$ cat src/rtl/dsp_cfg_pkg.sv
`default_nettype none

package dsp_cfg_pkg;
	localparam int DATA_W     = 16;
	localparam int PROD_W     = 2 * DATA_W; // multiply-add internal width
	localparam int N_CHANNELS = 16;
	localparam int CH_ADDR_W  = 4;
	localparam int N_BLOCKS   = 16;
	localparam int BLK_ADDR_W = 4;
	localparam int BLK_CNT_W  = 5;          // holds 0..N_BLOCKS

	localparam logic [CH_ADDR_W-1:0] IN_CH  = CH_ADDR_W'(0);
	localparam logic [CH_ADDR_W-1:0] OUT_CH = CH_ADDR_W'(1);

	localparam logic signed [DATA_W-1:0] SAT_MAX = {1'b0, {(DATA_W - 1){1'b1}}};
	localparam logic signed [DATA_W-1:0] SAT_MIN = {1'b1, {(DATA_W - 1){1'b0}}};
endpackage

`default_nettype wire

$ cat src/rtl/dsp_isa_pkg.sv
`default_nettype none

package dsp_isa_pkg;
	import dsp_cfg_pkg::*;

	localparam int INSTR_W   = 32;
	localparam int SHIFT_W   = 4;
	localparam int MISC_OP_W = 3;

	localparam logic KIND_MADD = 1'b0;
	localparam logic KIND_MISC = 1'b1;

	// codes 5..7 pass operand a through
	localparam logic [MISC_OP_W-1:0] MISC_MOV_IMM = 3'd0;
	localparam logic [MISC_OP_W-1:0] MISC_ADD_SAT = 3'd1;
	localparam logic [MISC_OP_W-1:0] MISC_MIN     = 3'd2;
	localparam logic [MISC_OP_W-1:0] MISC_MAX     = 3'd3;
	localparam logic [MISC_OP_W-1:0] MISC_ABS     = 3'd4;

	typedef struct packed {
		logic                                         kind;
		logic [CH_ADDR_W-1:0]                         dest;
		logic [CH_ADDR_W-1:0]                         src_a;
		logic [CH_ADDR_W-1:0]                         src_b;
		logic [CH_ADDR_W-1:0]                         src_c;
		logic [SHIFT_W-1:0]                           shift;
		logic                                         sat_disable;
		logic [INSTR_W-4*CH_ADDR_W-SHIFT_W-3:0]       unused;
	} madd_fmt_t;

	typedef struct packed {
		logic                     kind;
		logic [CH_ADDR_W-1:0]     dest;
		logic [CH_ADDR_W-1:0]     src_a;
		logic [CH_ADDR_W-1:0]     src_b;
		logic [MISC_OP_W-1:0]     misc_op;
		logic signed [DATA_W-1:0] imm;
	} misc_fmt_t;

	typedef union packed {
		madd_fmt_t madd;
		misc_fmt_t misc;
	} instr_u;
endpackage

`default_nettype wire

$ cat src/rtl/madd_unit.sv
`default_nettype none

module madd_unit
	import dsp_cfg_pkg::*;
	import dsp_isa_pkg::*;
(
	input  wire                       clk,
	input  wire                       reset,
	input  wire                       issue_madd,
	input  wire  signed [DATA_W-1:0]  op_a,
	input  wire  signed [DATA_W-1:0]  op_b,
	input  wire  signed [DATA_W-1:0]  op_c,
	input  wire         [SHIFT_W-1:0] shift,
	input  wire                       sat_disable,
	output logic                      madd_valid,
	output logic signed [DATA_W-1:0]  madd_result
);
	logic signed [PROD_W-1:0]  prod_q;
	logic signed [PROD_W-1:0]  addend_q;
	logic        [SHIFT_W-1:0] shift_q;
	logic                      sat_disable_q;
	logic                      stage1_valid;
	logic signed [PROD_W-1:0]  sum;
	logic signed [PROD_W-1:0]  scaled;
	logic signed [DATA_W-1:0]  clipped;

	always_ff @(posedge clk) begin
		prod_q        <= op_a * op_b;
		addend_q      <= PROD_W'(op_c) <<< shift; // c lined up with the product scale
		shift_q       <= shift;
		sat_disable_q <= sat_disable;
	end

	assign sum    = prod_q + addend_q;
	assign scaled = sum >>> shift_q;

	always_comb begin
		if (sat_disable_q)
			clipped = scaled[DATA_W-1:0]; // wrap
		else if (scaled > SAT_MAX)
			clipped = SAT_MAX;
		else if (scaled < SAT_MIN)
			clipped = SAT_MIN;
		else
			clipped = scaled[DATA_W-1:0];
	end

	always_ff @(posedge clk) begin
		if (reset) begin
			stage1_valid <= 1'b0;
			madd_valid   <= 1'b0;
		end else begin
			stage1_valid <= issue_madd;
			madd_valid   <= stage1_valid;
		end
	end

	always_ff @(posedge clk) begin
		if (stage1_valid)
			madd_result <= clipped;
	end
endmodule

`default_nettype wire

$ cat config.mk
export PLATFORM = sky130hd
export DESIGN_NAME = madd_unit
export DESIGN_NICKNAME = d
export VERILOG_FILES = /design/src/rtl/dsp_cfg_pkg.sv /design/src/rtl/dsp_isa_pkg.sv /design/src/rtl/madd_unit.sv
export SDC_FILE = /design/constraint.sdc
export NUM_CORES = 1
export LEC_CHECK = 0
export BUFFER_PORTS_ARGS = -buffer_cell sky130_fd_sc_hd__buf_4
export CORE_MARGIN = 4
export CORE_UTILIZATION = 42
export CTS_CLUSTER_DIAMETER = 150
export DETAILED_ROUTE_END_ITERATION = 6
export SYNTH_ARGS = -nofsm -noshare
export SYNTH_HDL_FRONTEND = slang
export SYNTH_SLANG_ARGS = --single-unit
$ cat constraint.sdc
create_clock -name clk -period 11.2 [get_ports clk]
set_input_delay 0 -clock clk [delete_from_list [all_inputs] [get_ports clk]]
set_output_delay 0 -clock clk [all_outputs]
set_load 0.005 [all_outputs]
==> results.toml <==
[sta]
whs_ps = 33.55
finalHoldViolCount = 0
rsz0062_at_grt = "no"
max_slew_margin_pct = 10.96
finalWorstSetupSlack_ps = 5113
setup_viol = 0
slew_viol_final = 0
setup-tns-final_ps = 0
post-route-min-period_ps = 6087
finalCritPeriodShare_pct = 54.35
worstMarginPinSlew_ps = 1325
finalClockSkew_ps = 11.22
fmax_ghz = 0.1643

[place]
placed_area_um2 = 17560
gp_congestion = 0.9074
dp_hpwl_mm = 37.00
dp_worst_setup_slack_ps = 4750
portBuffers = 72

[clocking]
cts_made_buffers = 9
cts_tree = "done"
clk_pin_slew_ps = 80
post-cts-setup-buffers = 0
clk_latency_ps = 360
cts_resized = 0
cts_buffer_depth = 2
cts-root-buf = "clkbuf_16"
htree_levels = 3
cts_num_sinks = 86

[die]
core_area_um2 = 38920
io_pins = 73
die_h_um = 207.2
start_util_pct = 42.81
rows = 72
die_area_um2 = 42920
dieWidth_um = 207.2

[drt]
drtIter0Drc = 863
route.vias.total = 13220
antenna_left = 0
wirelength_mm = 44.97
wl_per_cell_um = 18.57
dr.pass1.iters = 5
route.detailed.drc = 0
vias_per_cell = 5.461

[grt]
antenna_found_initial = 0
grtUsageTotal_pct = 21.09
grt_overflow = 0
grt_max_degree = 40
grt_pass1_wl_mm = 74.69
grt_pass1_vias = 14117

[synthesis]
synth_compound_area_share_pct = 13.40
synthArstFlopShare_pct = 0
synthAdderAreaFrac_pct = 40.09
syn_area_um2 = 16660
post_synth.cell_area_avg_um2 = 8.839
synth_edf_count = 16
yosysMostFrequentCell = "inv_1"
yosysWarnings = 0
yosys-top-cells-count = "309 x inv_1, 263 x fa_1, 177 x nand2_1"
syn_inst = 1885
muxShareOfSynthArea_pct = 6.353
synthSimpleGateAreaFrac_pct = 16.90
ys_seq_elements = 86
yosys.area.top_type_share_pct = 31.60
yosys.area.top_type = "fa_1"
yosys-top-cells-area = "fa_1 32%, ha_1 8.5%, dfxtp_1 8.4%"
synth_seq_area_share_pct = 11.29
ys.flop_type = "dfxtp_1"
synth_xor_area_share_pct = 2.891
synth_nets = 2317
yosysUniqueCellTypes = 86
synth_top_family_by_area = "adder cells"

[worst_setup_path]
end_kind = "flip-flop"
cp.arrival_ps = 6380
worstSetupStartpointType = "input pin"
path_max_fanout = 14
cp.required_ps = 11490
path_class = "input pin to flip-flop"

[hold_path]
hold_path.class = "input pin to flip-flop"

[job]
maxCapViolations = 0

[final_layout]
final_nets = 2330
n_fill_cell = 3893
fin_area_um2 = 17940
area_growth_pct = 7.690
antenna_cells = 0
layout-drive-gt1-share_pct = 8.198

[status]
status = "complete, no violations"
-- flip-flops by register name, indices dropped and copies added, names as in the netlist --
signal	flops
addend_q	31
madd_result	16
madd_valid	1
prod_q	32
sat_disable_q	1
shift_q	4
stage1_valid	1
-- layout make-up --
type                       instances  area, um^2  area share [%]
timing repair buffer              87       673.1           3.752
clock buffer                       9       225.2           1.255
sequential                        86        1882           10.49
inverter                         311        1167           6.506
clock inverter                     7       73.82          0.4114
tap                              518       648.1           3.612
multi-input combinational       1403       13270           73.97
-- logic make-up (layout without fill, tap and decap cells) --
| group | after synthesis | in the layout |
|---|---|---|
| AO/OA/AOI/OAI | 323 | 323 |
| AND/OR/NAND/NOR | 567 | 567 |
| XOR/XNOR | 55 | 55 |
| buffers and inverters | 396 | 414 |
| adder cells (fa/ha/maj) | 376 | 376 |
| flip-flops | 86 | 86 |
| multiplexers | 82 | 82 |
-- per-stage QoR --
stage / utilization [%] / instances
finish: 46.10 / 2421
global placement: 45.13 / 2397
CTS: 46.10 / 2421
global route: 46.10 / 2421
floorplan: - / 1885
detailed placement: 45.13 / 2397
-- path summary, 6_finish.rpt --
check | start | end | slack, ps | cells after the start
setup / recovery | op_b[15] | prod_q[31] | 5110 | 23
hold / removal | op_c[0] | addend_q[0] | 30 | 3
setup reg to reg | prod_q[0] | madd_result[12] | 6160 | 14
hold reg to reg | sat_disable_q | madd_result[15] | 740 | 2
-- layer usage --
metal | global-route usage, % | wire length [um]
met1 | 28.19 | 20100
met2 | 36.22 | 21650
met3 | 2.844 | 2063
met4 | 5.746 | 1146
met5 | 0 | 0
-- worst max-delay path, stage by stage --
cell and delay, ps:
buf_4 130, inv_1 380, nor2_1 130, fa_1 520
fa_1 430, fa_1 520, fa_1 440, fa_1 490
inv_1 50, fa_1 470, inv_1 40, ha_1 340
a21o_1 210, a21o_1 180, a21oi_1 270, nand2_1 110
o211ai_1 240, a31oi_1 160, a41o_1 280, or4_1 430
a31o_2 250, a21oi_1 160, xnor2_1 130
-- cell usage in the layout (no fill, tap or decap), types with 18 or more instances in the layout --
| cell type | count |
|---|---|
| inv_1 | 309 |
| fa_1 | 263 |
| nand2_1 | 177 |
| and2_1 | 133 |
| ha_1 | 113 |
| nor2_1 | 102 |
| a21oi_1 | 82 |
| buf_4 | 79 |
| dfxtp_1 | 70 |
| mux2i_1 | 54 |
| o21ai_0 | 41 |
| xnor2_1 | 39 |
| nor3_1 | 34 |
| nand3_1 | 24 |
| o21a_1 | 19 |
| a21o_1 | 19 |
| a211oi_1 | 19 |
| mux4_2 | 18 |
-- timing repair --
| action | CTS | global route |
|---|---|---|
| endpoints found under the hold margin | 8 | 0 |
| endpoints found under the setup margin | 0 | 0 |
| hold buffers | 8 | 0 |
Power is left out: the tool's default activity adds up to more than one toggle a clock period on the data nets, which glitch-free logic cannot reach.
