==> config.mk <==
export PLATFORM = sky130hd
export DESIGN_NAME = misc_unit
export DESIGN_NICKNAME = d
export VERILOG_FILES = /design/src/rtl/dsp_cfg_pkg.sv /design/src/rtl/dsp_isa_pkg.sv /design/src/rtl/misc_unit.sv
export SDC_FILE = /design/constraint.sdc
export NUM_CORES = 1
export LEC_CHECK = 0
export BUFFER_PORTS_ARGS = -buffer_cell sky130_fd_sc_hd__buf_2
export CORE_MARGIN = 2
export CORE_UTILIZATION = 52
export CTS_BUF_LIST = sky130_fd_sc_hd__clkbuf_16
export CTS_CLUSTER_DIAMETER = 60
export DETAILED_ROUTE_END_ITERATION = 10
export GPL_TIMING_DRIVEN = 1
export PLACE_DENSITY = 0.79
export SYNTH_ARGS = -nofsm -noshare
export SYNTH_HDL_FRONTEND = slang
export SYNTH_SLANG_ARGS = --single-unit
==> constraint.sdc <==
create_clock -name clk -period 6.6 [get_ports clk]
set_input_delay 0.33 -clock clk [delete_from_list [all_inputs] [get_ports clk]]
set_output_delay 0.33 -clock clk [all_outputs]
set_load 0.01 [all_outputs]
==> src/rtl/dsp_cfg_pkg.sv <==
`default_nettype none

package dsp_cfg_pkg;
	localparam int DATA_W     = 16;
	localparam int PROD_W     = 2 * DATA_W; // multiply-add internal width
	localparam int N_CHANNELS = 16;
	localparam int CH_ADDR_W  = 4;
	localparam int N_BLOCKS   = 16;
	localparam int BLK_ADDR_W = 4;
	localparam int BLK_CNT_W  = 5;          // holds 0..N_BLOCKS

	localparam logic [CH_ADDR_W-1:0] IN_CH  = CH_ADDR_W'(0);
	localparam logic [CH_ADDR_W-1:0] OUT_CH = CH_ADDR_W'(1);

	localparam logic signed [DATA_W-1:0] SAT_MAX = {1'b0, {(DATA_W - 1){1'b1}}};
	localparam logic signed [DATA_W-1:0] SAT_MIN = {1'b1, {(DATA_W - 1){1'b0}}};
endpackage

`default_nettype wire

==> src/rtl/dsp_isa_pkg.sv <==
`default_nettype none

package dsp_isa_pkg;
	import dsp_cfg_pkg::*;

	localparam int INSTR_W   = 32;
	localparam int SHIFT_W   = 4;
	localparam int MISC_OP_W = 3;

	localparam logic KIND_MADD = 1'b0;
	localparam logic KIND_MISC = 1'b1;

	// codes 5..7 pass operand a through
	localparam logic [MISC_OP_W-1:0] MISC_MOV_IMM = 3'd0;
	localparam logic [MISC_OP_W-1:0] MISC_ADD_SAT = 3'd1;
	localparam logic [MISC_OP_W-1:0] MISC_MIN     = 3'd2;
	localparam logic [MISC_OP_W-1:0] MISC_MAX     = 3'd3;
	localparam logic [MISC_OP_W-1:0] MISC_ABS     = 3'd4;

	typedef struct packed {
		logic                                         kind;
		logic [CH_ADDR_W-1:0]                         dest;
		logic [CH_ADDR_W-1:0]                         src_a;
		logic [CH_ADDR_W-1:0]                         src_b;
		logic [CH_ADDR_W-1:0]                         src_c;
		logic [SHIFT_W-1:0]                           shift;
		logic                                         sat_disable;
		logic [INSTR_W-4*CH_ADDR_W-SHIFT_W-3:0]       unused;
	} madd_fmt_t;

	typedef struct packed {
		logic                     kind;
		logic [CH_ADDR_W-1:0]     dest;
		logic [CH_ADDR_W-1:0]     src_a;
		logic [CH_ADDR_W-1:0]     src_b;
		logic [MISC_OP_W-1:0]     misc_op;
		logic signed [DATA_W-1:0] imm;
	} misc_fmt_t;

	typedef union packed {
		madd_fmt_t madd;
		misc_fmt_t misc;
	} instr_u;
endpackage

`default_nettype wire

==> src/rtl/misc_unit.sv <==
`default_nettype none

module misc_unit
	import dsp_cfg_pkg::*;
	import dsp_isa_pkg::*;
(
	input  wire                       clk,
	input  wire                       reset,
	input  wire                       issue_misc,
	input  wire  instr_u              cur_instr,
	input  wire  signed [DATA_W-1:0]  op_a,
	input  wire  signed [DATA_W-1:0]  op_b,
	output logic                      misc_valid,
	output logic signed [DATA_W-1:0]  misc_result
);
	logic        [MISC_OP_W-1:0] misc_op;
	logic signed [DATA_W-1:0]    imm;
	logic signed [DATA_W:0]      wide_sum; // one guard bit
	logic signed [DATA_W-1:0]    sat_sum;
	logic signed [DATA_W-1:0]    abs_a;
	logic signed [DATA_W-1:0]    result;

	assign misc_op  = cur_instr.misc.misc_op;
	assign imm      = cur_instr.misc.imm;
	assign wide_sum = op_a + op_b;

	assign sat_sum = (wide_sum > SAT_MAX) ? SAT_MAX :
		(wide_sum < SAT_MIN) ? SAT_MIN : wide_sum[DATA_W-1:0];

	// most negative value has no positive twin
	assign abs_a = (op_a == SAT_MIN) ? SAT_MAX :
		op_a[DATA_W-1] ? -op_a : op_a;

	always_comb begin
		case (misc_op)
			MISC_MOV_IMM: result = imm;
			MISC_ADD_SAT: result = sat_sum;
			MISC_MIN:     result = (op_a < op_b) ? op_a : op_b;
			MISC_MAX:     result = (op_a > op_b) ? op_a : op_b;
			MISC_ABS:     result = abs_a;
			default:      result = op_a;
		endcase
	end

	always_ff @(posedge clk) begin
		if (reset)
			misc_valid <= 1'b0;
		else
			misc_valid <= issue_misc;
	end

	always_ff @(posedge clk) begin
		if (issue_misc)
			misc_result <= result;
	end
endmodule

`default_nettype wire
==> impl_results.md <==
* Vias per Instance at 6.27
* CTS tree: yes
* Comb power frac at between 50% and 60%
* Die height at slightly above 80 µm
* Post-layout util at between 60% and 70%
* Crit-path leading delay family: compound AO/OA/AOI/OAI gates
* EDFF count, synth at 16
* Clk pin slew, worst setup/hold paths at 0.05 ns
* Multiplexer share of the synthesized area at about a tenth
* Placed cell count at 536
* Net Sw Frac at between 30% and 40%
* Min Tclk post-route at 3.67 ns
* Most common library cell in the layout ignoring fill and taps: buf_2
* Class of the worst hold path: in2reg
* Most frequent cells in the layout: buf_2 (70), nor2_1 (46), a21oi_1 (34)
* Final hold violation count at 0
* Worst Path Required at 6.60 ns
* Largest net degree at the start of global routing at 30
* CP cell instances: buf_2, ha_1, inv_1, fa_1, nor2_1, o311ai_1, a311oi_1, a21oi_1, o211ai_1, o21ai_1, o221ai_1, o31a_1
* Die Width at ~82 µm
* FFs w/ async S/R, synth at 0%
* Crit path DAT at roughly 3.7 ns
* Status: finished clean
* Leak at approximately 0.0016 µW
* Sequential share of power at 25.5%
* Synth Area in Adders at 13.6%
* Critical Setup Path Class: in2reg
* H-tree depth at 1
* Drc violations at 0
* Worst-Margin Slew at roughly 1 ns
* Crit-path max cell delay at approximately 0.8 ns
* Synth Area in Simple Gates at a little under a fifth
* Ys flop type: edfxtp_1
* Mapped Area at 0.00318 mm²
* Max-slew violation count at 0
* GPL Wtd Cong at approximately 1.0
* Mean Syn Cell Area at between 7 and 8 µm²
* CTS buffer count at 3
* DR WL/cell at roughly 17 µm
* Sequential area share after synthesis at between 10% and 20%
* Inserted Diodes at 0
* Max_cap viols at 0
* CP Buf/Inv Count at 2
* RSZ-0062 raised after global routing: no
* Die Area at approximately 0.0068 mm²
* Total Routing Usage GR at ~28%
* Final TNS setup at 0 ns
* Setup WS post-layout at between 2 and 3 ns
* Post-CTS setup repair buffer count at 0
* Ys Warns at 0
* Worst vdd ir at roughly 0.14 mV
* Initial drt markers at ~340
* DRT Pass-1 Iters at 5
* Vias in the first global route at between 3k and 4k
* Cells after Synth at between 400 and 500
* Non-Filler Instances at 540
* # clock sinks at 17
* Relative slew slack at roughly a third
* DR vias at between 3k and 4k
* GRT overflow at 0
* Crit-path max FO at 14
* CP endpoint kind: flip-flop
* Fmax at 272 MHz
* First-pass GRT wire length at approximately 15 mm
* Compound-Gate Fraction of Synth Area at between 20 and 30%
* Port Buffer Count at 70
* Clock share of power at around 22%
* HPWL Detailed at 7.27 mm
* Synth Register Bits at 17
* Post-CTS Hold Buffers at 0
* Place WS at roughly 2.7 ns
* Nets at approximately 570
* Pint at approximately 330 µW
* Final wirelength at 9.40 mm
* Post-detailed-route count of antenna-violating nets at 0
* Initial antenna violation count at 0
* Largest family of logic cells by synthesized area: compound AO/OA/AOI/OAI gates
* Share of layout cells above drive strength 1 at between 15 and 20%
* Startpoint Class: primary input
* Netlist cell types at between 60 and 70
* Xor and xnor area share after synthesis at between 6 and 7%
* Max stage delay cell, worst path: o21ai_1
* Mapped Nets at 510
* Psw at approximately 210 µW
* Area added between synthesis and finish at 14.2%
* Post-route cell area at around 0.0036 mm²
* Area after DPL at roughly 0.0036 mm²
* Root Buffer: clkbuf_16
* # setup viols final at 0
* Pwr per Cell Area at about 150 mW/mm²
* Starting Density at a little over half
* I/O pin count at 84
* CORE AREA at around 0.006 mm²
* Clock buffer depth at 2
* Post-cts resize count at 0
* FP Rows at 28
* Period utilization at around 56%
==> cell type report <==
type | count | area, µm²
clock inverter | 1 | 5.00
timing repair buffer | 73 | 373
inverter | 30 | 113
fill | 540 | 2290
tap | 75 | 93.8
sequential | 17 | 500
clock buffer | 3 | 75.1
multi-input combinational | 341 | 2470
==> stage by stage <==
stage          total power [µW]  hold slack (ns)
2_1_floorplan               332            0.402
3_3_place_gp                406            0.488
3_5_place_dp                412            0.495
4_1_cts                     533            0.237
5_1_grt                     568            0.248
6_report                    537            0.236
==> cells in the mapped netlist (all sizes together) (2+ instances only) <==
cell type / count / area share [%]
nor2: 46 / 5.4
a21oi: 34 / 5.3
ha: 33 / 13
mux2i: 31 / 9.7
inv: 30 / 3.5
nand2: 28 / 3.4
o21ai: 22 / 3.6
xnor2: 17 / 4.7
clkbuf: 16 / 1.9
edfxtp: 16 / 15
o221ai: 13 / 3.6
o32a: 12 / 3.8
nor3: 10 / 1.6
a31oi: 9 / 2.0
xor2: 8 / 2.2
nand2b: 7 / 1.4
o31ai: 6 / 1.4
or3: 6 / 1.2
buf: 5 / 1.3
nand3: 5 / 0.79
nor2b: 5 / 0.98
nor4: 4 / 1.3
o22ai: 4 / 0.79
a211oi: 3 / 0.71
a21o: 3 / 0.71
o211ai: 3 / 0.71
or2: 3 / 0.59
a311oi: 2 / 0.55
and2: 2 / 0.39
nand4: 2 / 0.86
o2bb2ai: 2 / 0.55
o311ai: 2 / 0.55
o31a: 2 / 0.55
==> metal layers <==
metal	GRT usage, %	wire length, µm	up-vias
met1	40.9	4190	1564
met4	11.3	194	0
li1	-	-	1635
met3	1.52	803	16
met2	44.1	4210	172
met5	0	0	-
==> registers in the layout (all words and copies together) (netlist names) <==
| name | cells |
|---|---|
| misc_result | 16 |
| misc_valid | 1 |
==> kinds of logic (layout without fill, tap and decap cells) <==
group | after synthesis | after routing
fa+ha+maj | 34 | 34
flops | 17 | 17
simple gates | 123 | 123
xor+xnor | 25 | 25
compound gates | 127 | 127
buf+inv | 51 | 107
mux | 32 | 32
==> worst paths after layout <==
check / startpoint / endpoint / slack, ns / cells past startpoint
worst max-delay path: op_a[0] / misc_result[4]$_DFFE_PP_ / 2.93 / 12
worst min-delay path: reset / misc_valid$_SDFF_PP0_ / 0.24 / 2
==> power groups by stage <==
stage,logic [µW],registers [µW],clock network [µW]
6_report,281,137,120
3_3_place_gp,267,139,0
4_1_cts,275,137,121
2_1_floorplan,185,147,0
3_5_place_dp,273,139,0
5_1_grt,305,139,124
Note: power is estimated with default switching activity, not from simulation.
