[src/rtl/dsp_cfg_pkg.sv]
`default_nettype none

package dsp_cfg_pkg;
	localparam int DATA_W     = 16;
	localparam int PROD_W     = 2 * DATA_W; // multiply-add internal width
	localparam int N_CHANNELS = 16;
	localparam int CH_ADDR_W  = 4;
	localparam int N_BLOCKS   = 16;
	localparam int BLK_ADDR_W = 4;
	localparam int BLK_CNT_W  = 5;          // holds 0..N_BLOCKS

	localparam logic [CH_ADDR_W-1:0] IN_CH  = CH_ADDR_W'(0);
	localparam logic [CH_ADDR_W-1:0] OUT_CH = CH_ADDR_W'(1);

	localparam logic signed [DATA_W-1:0] SAT_MAX = {1'b0, {(DATA_W - 1){1'b1}}};
	localparam logic signed [DATA_W-1:0] SAT_MIN = {1'b1, {(DATA_W - 1){1'b0}}};
endpackage

`default_nettype wire

[src/rtl/dsp_isa_pkg.sv]
`default_nettype none

package dsp_isa_pkg;
	import dsp_cfg_pkg::*;

	localparam int INSTR_W   = 32;
	localparam int SHIFT_W   = 4;
	localparam int MISC_OP_W = 3;

	localparam logic KIND_MADD = 1'b0;
	localparam logic KIND_MISC = 1'b1;

	// codes 5..7 pass operand a through
	localparam logic [MISC_OP_W-1:0] MISC_MOV_IMM = 3'd0;
	localparam logic [MISC_OP_W-1:0] MISC_ADD_SAT = 3'd1;
	localparam logic [MISC_OP_W-1:0] MISC_MIN     = 3'd2;
	localparam logic [MISC_OP_W-1:0] MISC_MAX     = 3'd3;
	localparam logic [MISC_OP_W-1:0] MISC_ABS     = 3'd4;

	typedef struct packed {
		logic                                         kind;
		logic [CH_ADDR_W-1:0]                         dest;
		logic [CH_ADDR_W-1:0]                         src_a;
		logic [CH_ADDR_W-1:0]                         src_b;
		logic [CH_ADDR_W-1:0]                         src_c;
		logic [SHIFT_W-1:0]                           shift;
		logic                                         sat_disable;
		logic [INSTR_W-4*CH_ADDR_W-SHIFT_W-3:0]       unused;
	} madd_fmt_t;

	typedef struct packed {
		logic                     kind;
		logic [CH_ADDR_W-1:0]     dest;
		logic [CH_ADDR_W-1:0]     src_a;
		logic [CH_ADDR_W-1:0]     src_b;
		logic [MISC_OP_W-1:0]     misc_op;
		logic signed [DATA_W-1:0] imm;
	} misc_fmt_t;

	typedef union packed {
		madd_fmt_t madd;
		misc_fmt_t misc;
	} instr_u;
endpackage

`default_nettype wire

[src/rtl/block_sequencer.sv]
`default_nettype none

module block_sequencer
	import dsp_cfg_pkg::*;
	import dsp_isa_pkg::*;
(
	input  wire                   clk,
	input  wire                   reset,
	input  wire                   tick,
	input  wire                   instr_write,
	input  wire  [BLK_ADDR_W-1:0] instr_addr,
	input  wire  instr_u          instr_data,
	input  wire                   wb_done,
	output logic                  ready,
	output logic [BLK_CNT_W-1:0]  n_blocks_running,
	output logic                  issue_madd,
	output logic                  issue_misc,
	output instr_u                cur_instr,
	output logic [CH_ADDR_W-1:0]  rd_addr_a,
	output logic [CH_ADDR_W-1:0]  rd_addr_b,
	output logic [CH_ADDR_W-1:0]  rd_addr_c,
	output logic [CH_ADDR_W-1:0]  wb_dest
);
	instr_u                store [N_BLOCKS];
	logic [BLK_ADDR_W-1:0] blk;        // block in flight
	logic                  issuing;    // issue cycle of the current block
	logic [BLK_CNT_W-1:0]  blk_next;
	logic [BLK_CNT_W-1:0]  wr_count;
	logic                  start;
	logic                  advance;
	logic [BLK_ADDR_W-1:0] fetch_addr;

	assign wr_count   = BLK_CNT_W'(instr_addr) + BLK_CNT_W'(1);
	assign blk_next   = BLK_CNT_W'(blk) + BLK_CNT_W'(1);
	assign start      = ready && tick && (n_blocks_running != '0);
	assign advance    = !ready && !issuing && wb_done && (blk_next != n_blocks_running);
	assign fetch_addr = start ? '0 : blk_next[BLK_ADDR_W-1:0];

	always_ff @(posedge clk) begin
		if (instr_write)
			store[instr_addr] <= instr_data;
	end

	// count only grows, to one past the highest address written
	always_ff @(posedge clk) begin
		if (reset)
			n_blocks_running <= '0;
		else if (instr_write && wr_count >= n_blocks_running)
			n_blocks_running <= wr_count;
	end

	always_ff @(posedge clk) begin
		if (reset) begin
			ready   <= 1'b1;
			issuing <= 1'b0;
			blk     <= '0;
		end else if (start) begin
			ready   <= 1'b0;
			issuing <= 1'b1;
			blk     <= '0;
		end else if (issuing) begin
			issuing <= 1'b0;
		end else if (advance) begin
			issuing <= 1'b1;
			blk     <= blk_next[BLK_ADDR_W-1:0];
		end else if (!ready && wb_done) begin
			ready <= 1'b1; // last block written back
		end
	end

	always_ff @(posedge clk) begin
		if (start || advance)
			cur_instr <= store[fetch_addr];
	end

	assign issue_madd = issuing && (cur_instr.madd.kind == KIND_MADD);
	assign issue_misc = issuing && (cur_instr.madd.kind == KIND_MISC);

	// register fields sit at the same place in both formats
	assign rd_addr_a = cur_instr.madd.src_a;
	assign rd_addr_b = cur_instr.madd.src_b;
	assign rd_addr_c = cur_instr.madd.src_c;
	assign wb_dest   = cur_instr.madd.dest;
endmodule

`default_nettype wire

[config.mk]
export PLATFORM = sky130hd
export DESIGN_NAME = block_sequencer
export DESIGN_NICKNAME = d
export VERILOG_FILES = /design/src/rtl/dsp_cfg_pkg.sv /design/src/rtl/dsp_isa_pkg.sv /design/src/rtl/block_sequencer.sv
export SDC_FILE = /design/constraint.sdc
export NUM_CORES = 1
export LEC_CHECK = 0
export ABC_AREA = 1
export BUFFER_PORTS_ARGS = -buffer_cell sky130_fd_sc_hd__buf_2
export CORE_AREA = 5 5 268 270
export DETAILED_ROUTE_END_ITERATION = 7
export DIE_AREA = 0 0 273 275
export HOLD_SLACK_MARGIN = 0.12
export PLACE_DENSITY = 0.54
export SLEW_MARGIN = 20
export SYNTH_ARGS = -nofsm -noshare
export SYNTH_HDL_FRONTEND = slang
export SYNTH_SLANG_ARGS = --single-unit
[constraint.sdc]
create_clock -name clk -period 5.16 [get_ports clk]
set_input_delay 1.032 -clock clk [delete_from_list [all_inputs] [get_ports clk]]
set_output_delay 1.032 -clock clk [all_outputs]
set_load 0.005 [all_outputs]
==> results.toml <==
[run_status]
status = "complete, no violations"

[global_routing]
grt-ovfl-total = 0
track_usage_pct = 16.6
grt_pass1_vias = 15000
antenna_found_initial = 1
grt_max_degree = 170
grt_pass1_wl_mm = 95.8

[routing]
vias_per_cell = 5.04
ant_nets = 0
wirelength_mm = 63.6
drc = 0
via_count = 15300
routedWlPerCell_microns = 21.0
drt_iter0_drc = 1308
dr.pass1.iters = 7

[synthesis]
yosys_register_bits = 555
syn_nets = 2050
synth_edf_count = 544
synth-async-reset-ratio_pct = 0
netlist_instances = 1999
synth_top_family_by_area = "simple AND/OR/NAND/NOR gates"
yosysSeqAreaShare_pct = 69.3
yosysUniqueCellTypes = 23
synthFlopType = "edfxtp_1"
postSynthAreaPerCell_sq_um = 12.0
synthAdderAreaFrac_pct = 0.524
synth_top_area_share_pct = 68.4
post-synth-top-count-cell = "edfxtp_1"
synth_area_leaders = "edfxtp_1, nand3_1, inv_1, nand2_1, o2111ai_1"
muxShareOfSynthArea_pct = 0
synth_compound_area_share_pct = 3.83
yosys_warnings = 0
synthTopCellsByCount = "edfxtp_1, nand3_1, inv_1"
synth_largest_area_cell = "edfxtp_1"
synth_simple_gate_area_share_pct = 18.7
synth_xor_area_share_pct = 0.147
netlist_area_sq_um = 23900

[sta]
hold_viol_final = 0
fin_ws_ps = 2130
setup_tns_ps = 0
fmax_mhz = 331
timing.hold.ws_ps = 519
fin_crit_sh_pct = 58.6
skew_ps = 15.1
finalCriticalPeriod_ps = 3030
max-slew-margin-rel_pct = 27.0
rsz0062_at_grt = "no"
finalMaxSlewViolations = 0
worstMarginPinSlew_ps = 1090
setup_viol = 0

[floorplan]
placementRows = 97
core_sq_um = 69300
io_pins = 97
die_w_microns = 273
die_y_microns = 275
initial_utilization_pct = 34.5
die_area_sq_um = 75100

[finish]
finalNetCount = 2092
area_growth_pct = 13.1
drive_gt1_share_pct = 15.7
fillers = 6594
design_area_sq_um = 27000
antenna_cells = 0

[critical_path]
critPathKind = "reg2reg"
required_ps = 5510
reg2regPathDepth = 10
rrSetupSlack_ps = 2130
startpoint_type = "flop"
endpoint_kind = "flop"
cp.arrival_ps = 3380
path_max_fanout = 39

[clocking]
cts_setup_buffers = 0
clk_pin_slew_ps = 60
cts.sinks = 555
ctsHtreeMaxLevel = 2
cts_inserted_buffers = 59
cts_resized = 0
cts_tree = "built"
postCtsHoldBufs = 0
root_buffer = "clkbuf_16"
clock_latency_ps = 610
clock_tree.buffer_depth = 3

[place]
post-place-ws_ps = 1770
io_buffers = 96
post-dp-hpwl_mm = 32.6
gp_congestion = 0.751
placed_area_sq_um = 25200

[hold_path]
hold_class = "reg2reg"
holdPathStages = 2

[job]
drv_cap = 0

[power_and_ir_drop]
peakVddDrop_mv = 0.209
leakage_nw = 10.0
power.density_nw_per_um2 = 404
-- registers in the layout, indices dropped and copies added (netlist names) --
name	cells
blk	4
cur_instr	32
issuing	1
store	512
ready	1
n_blocks_running	5
-- power by group --
part           switching, mW  internal, mW
combinational           1.14         0.513
sequential            0.0989          5.17
clock                   1.72          2.29
-- final timing paths --
path	startpoint	endpoint
max	blk[0]$_SDFFE_PP0P_	cur_instr[10]$_DFFE_PP_
min reg2reg	n_blocks_running[4]$_SDFFE_PP0P_	n_blocks_running[4]$_SDFFE_PP0P_
min	n_blocks_running[4]$_SDFFE_PP0P_	n_blocks_running[4]$_SDFFE_PP0P_
max reg2reg	blk[0]$_SDFFE_PP0P_	cur_instr[10]$_DFFE_PP_
-- placed cells by master, fill, tap and decap left out, drive strengths merged, types with 5 or more instances in the layout --
| master | count |
|---|---|
| edfxtp | 544 |
| nand3 | 425 |
| inv | 252 |
| nand2 | 229 |
| buf | 130 |
| nor2 | 101 |
| or2 | 96 |
| o2111ai | 96 |
| clkbuf | 75 |
| nand3b | 64 |
| clkinv | 24 |
| dfxtp | 11 |
| o21ai | 10 |
| ha | 10 |
| a21oi | 5 |
-- per-stage QoR --
stage | utilization (%) | instances | total power, mW
2_1_floorplan | - | 1999 | 6.48
3_3_place_gp | 36.4 | 2919 | 7.01
3_5_place_dp | 36.4 | 2919 | 7.04
4_1_cts | 39.0 | 3027 | 11.0
5_1_grt | 39.0 | 3028 | 11.4
6_report | 39.0 | 3028 | 10.9
-- layout make-up --
| class | count | area, sq um | area share (%) |
|---|---|---|---|
| Sequential cell | 555 | 16600 | 61.3 |
| Inverter | 251 | 950 | 3.51 |
| Clock buffer | 75 | 1540 | 5.69 |
| Clock inverter | 33 | 258 | 0.954 |
| Tap cell | 940 | 1180 | 4.35 |
| Multi-Input combinational cell | 1044 | 5730 | 21.2 |
| Timing Repair Buffer | 130 | 811 | 3.00 |
-- per-layer routing --
layer	part of all wire, %	routed length (microns)	up-vias	track usage (%)
li1	-	-	7120	-
met4	2.7	1740	0	4.91
met2	49	31100	455	28.5
met3	5.4	3430	110	2.29
met5	0	0	-	0
met1	43	27300	7570	22.1
-- worst max-delay path, cell delays in order (launching register included) --
cell and delay, ps:
dfxtp_4 750, ha_4 230, nand2_1 90, nand2_1 130
inv_1 100, nand2_4 80, buf_4 400, buf_4 590
nand3_1 160, nand3_1 120, nand2_1 70
-- logic make-up after synthesis --
logic type	after synthesis
fa+ha+maj	10
buf+inv	400
flops	555
compound gates	111
xor+xnor	4
simple gates	919
Power figures use the tool's default switching activity.
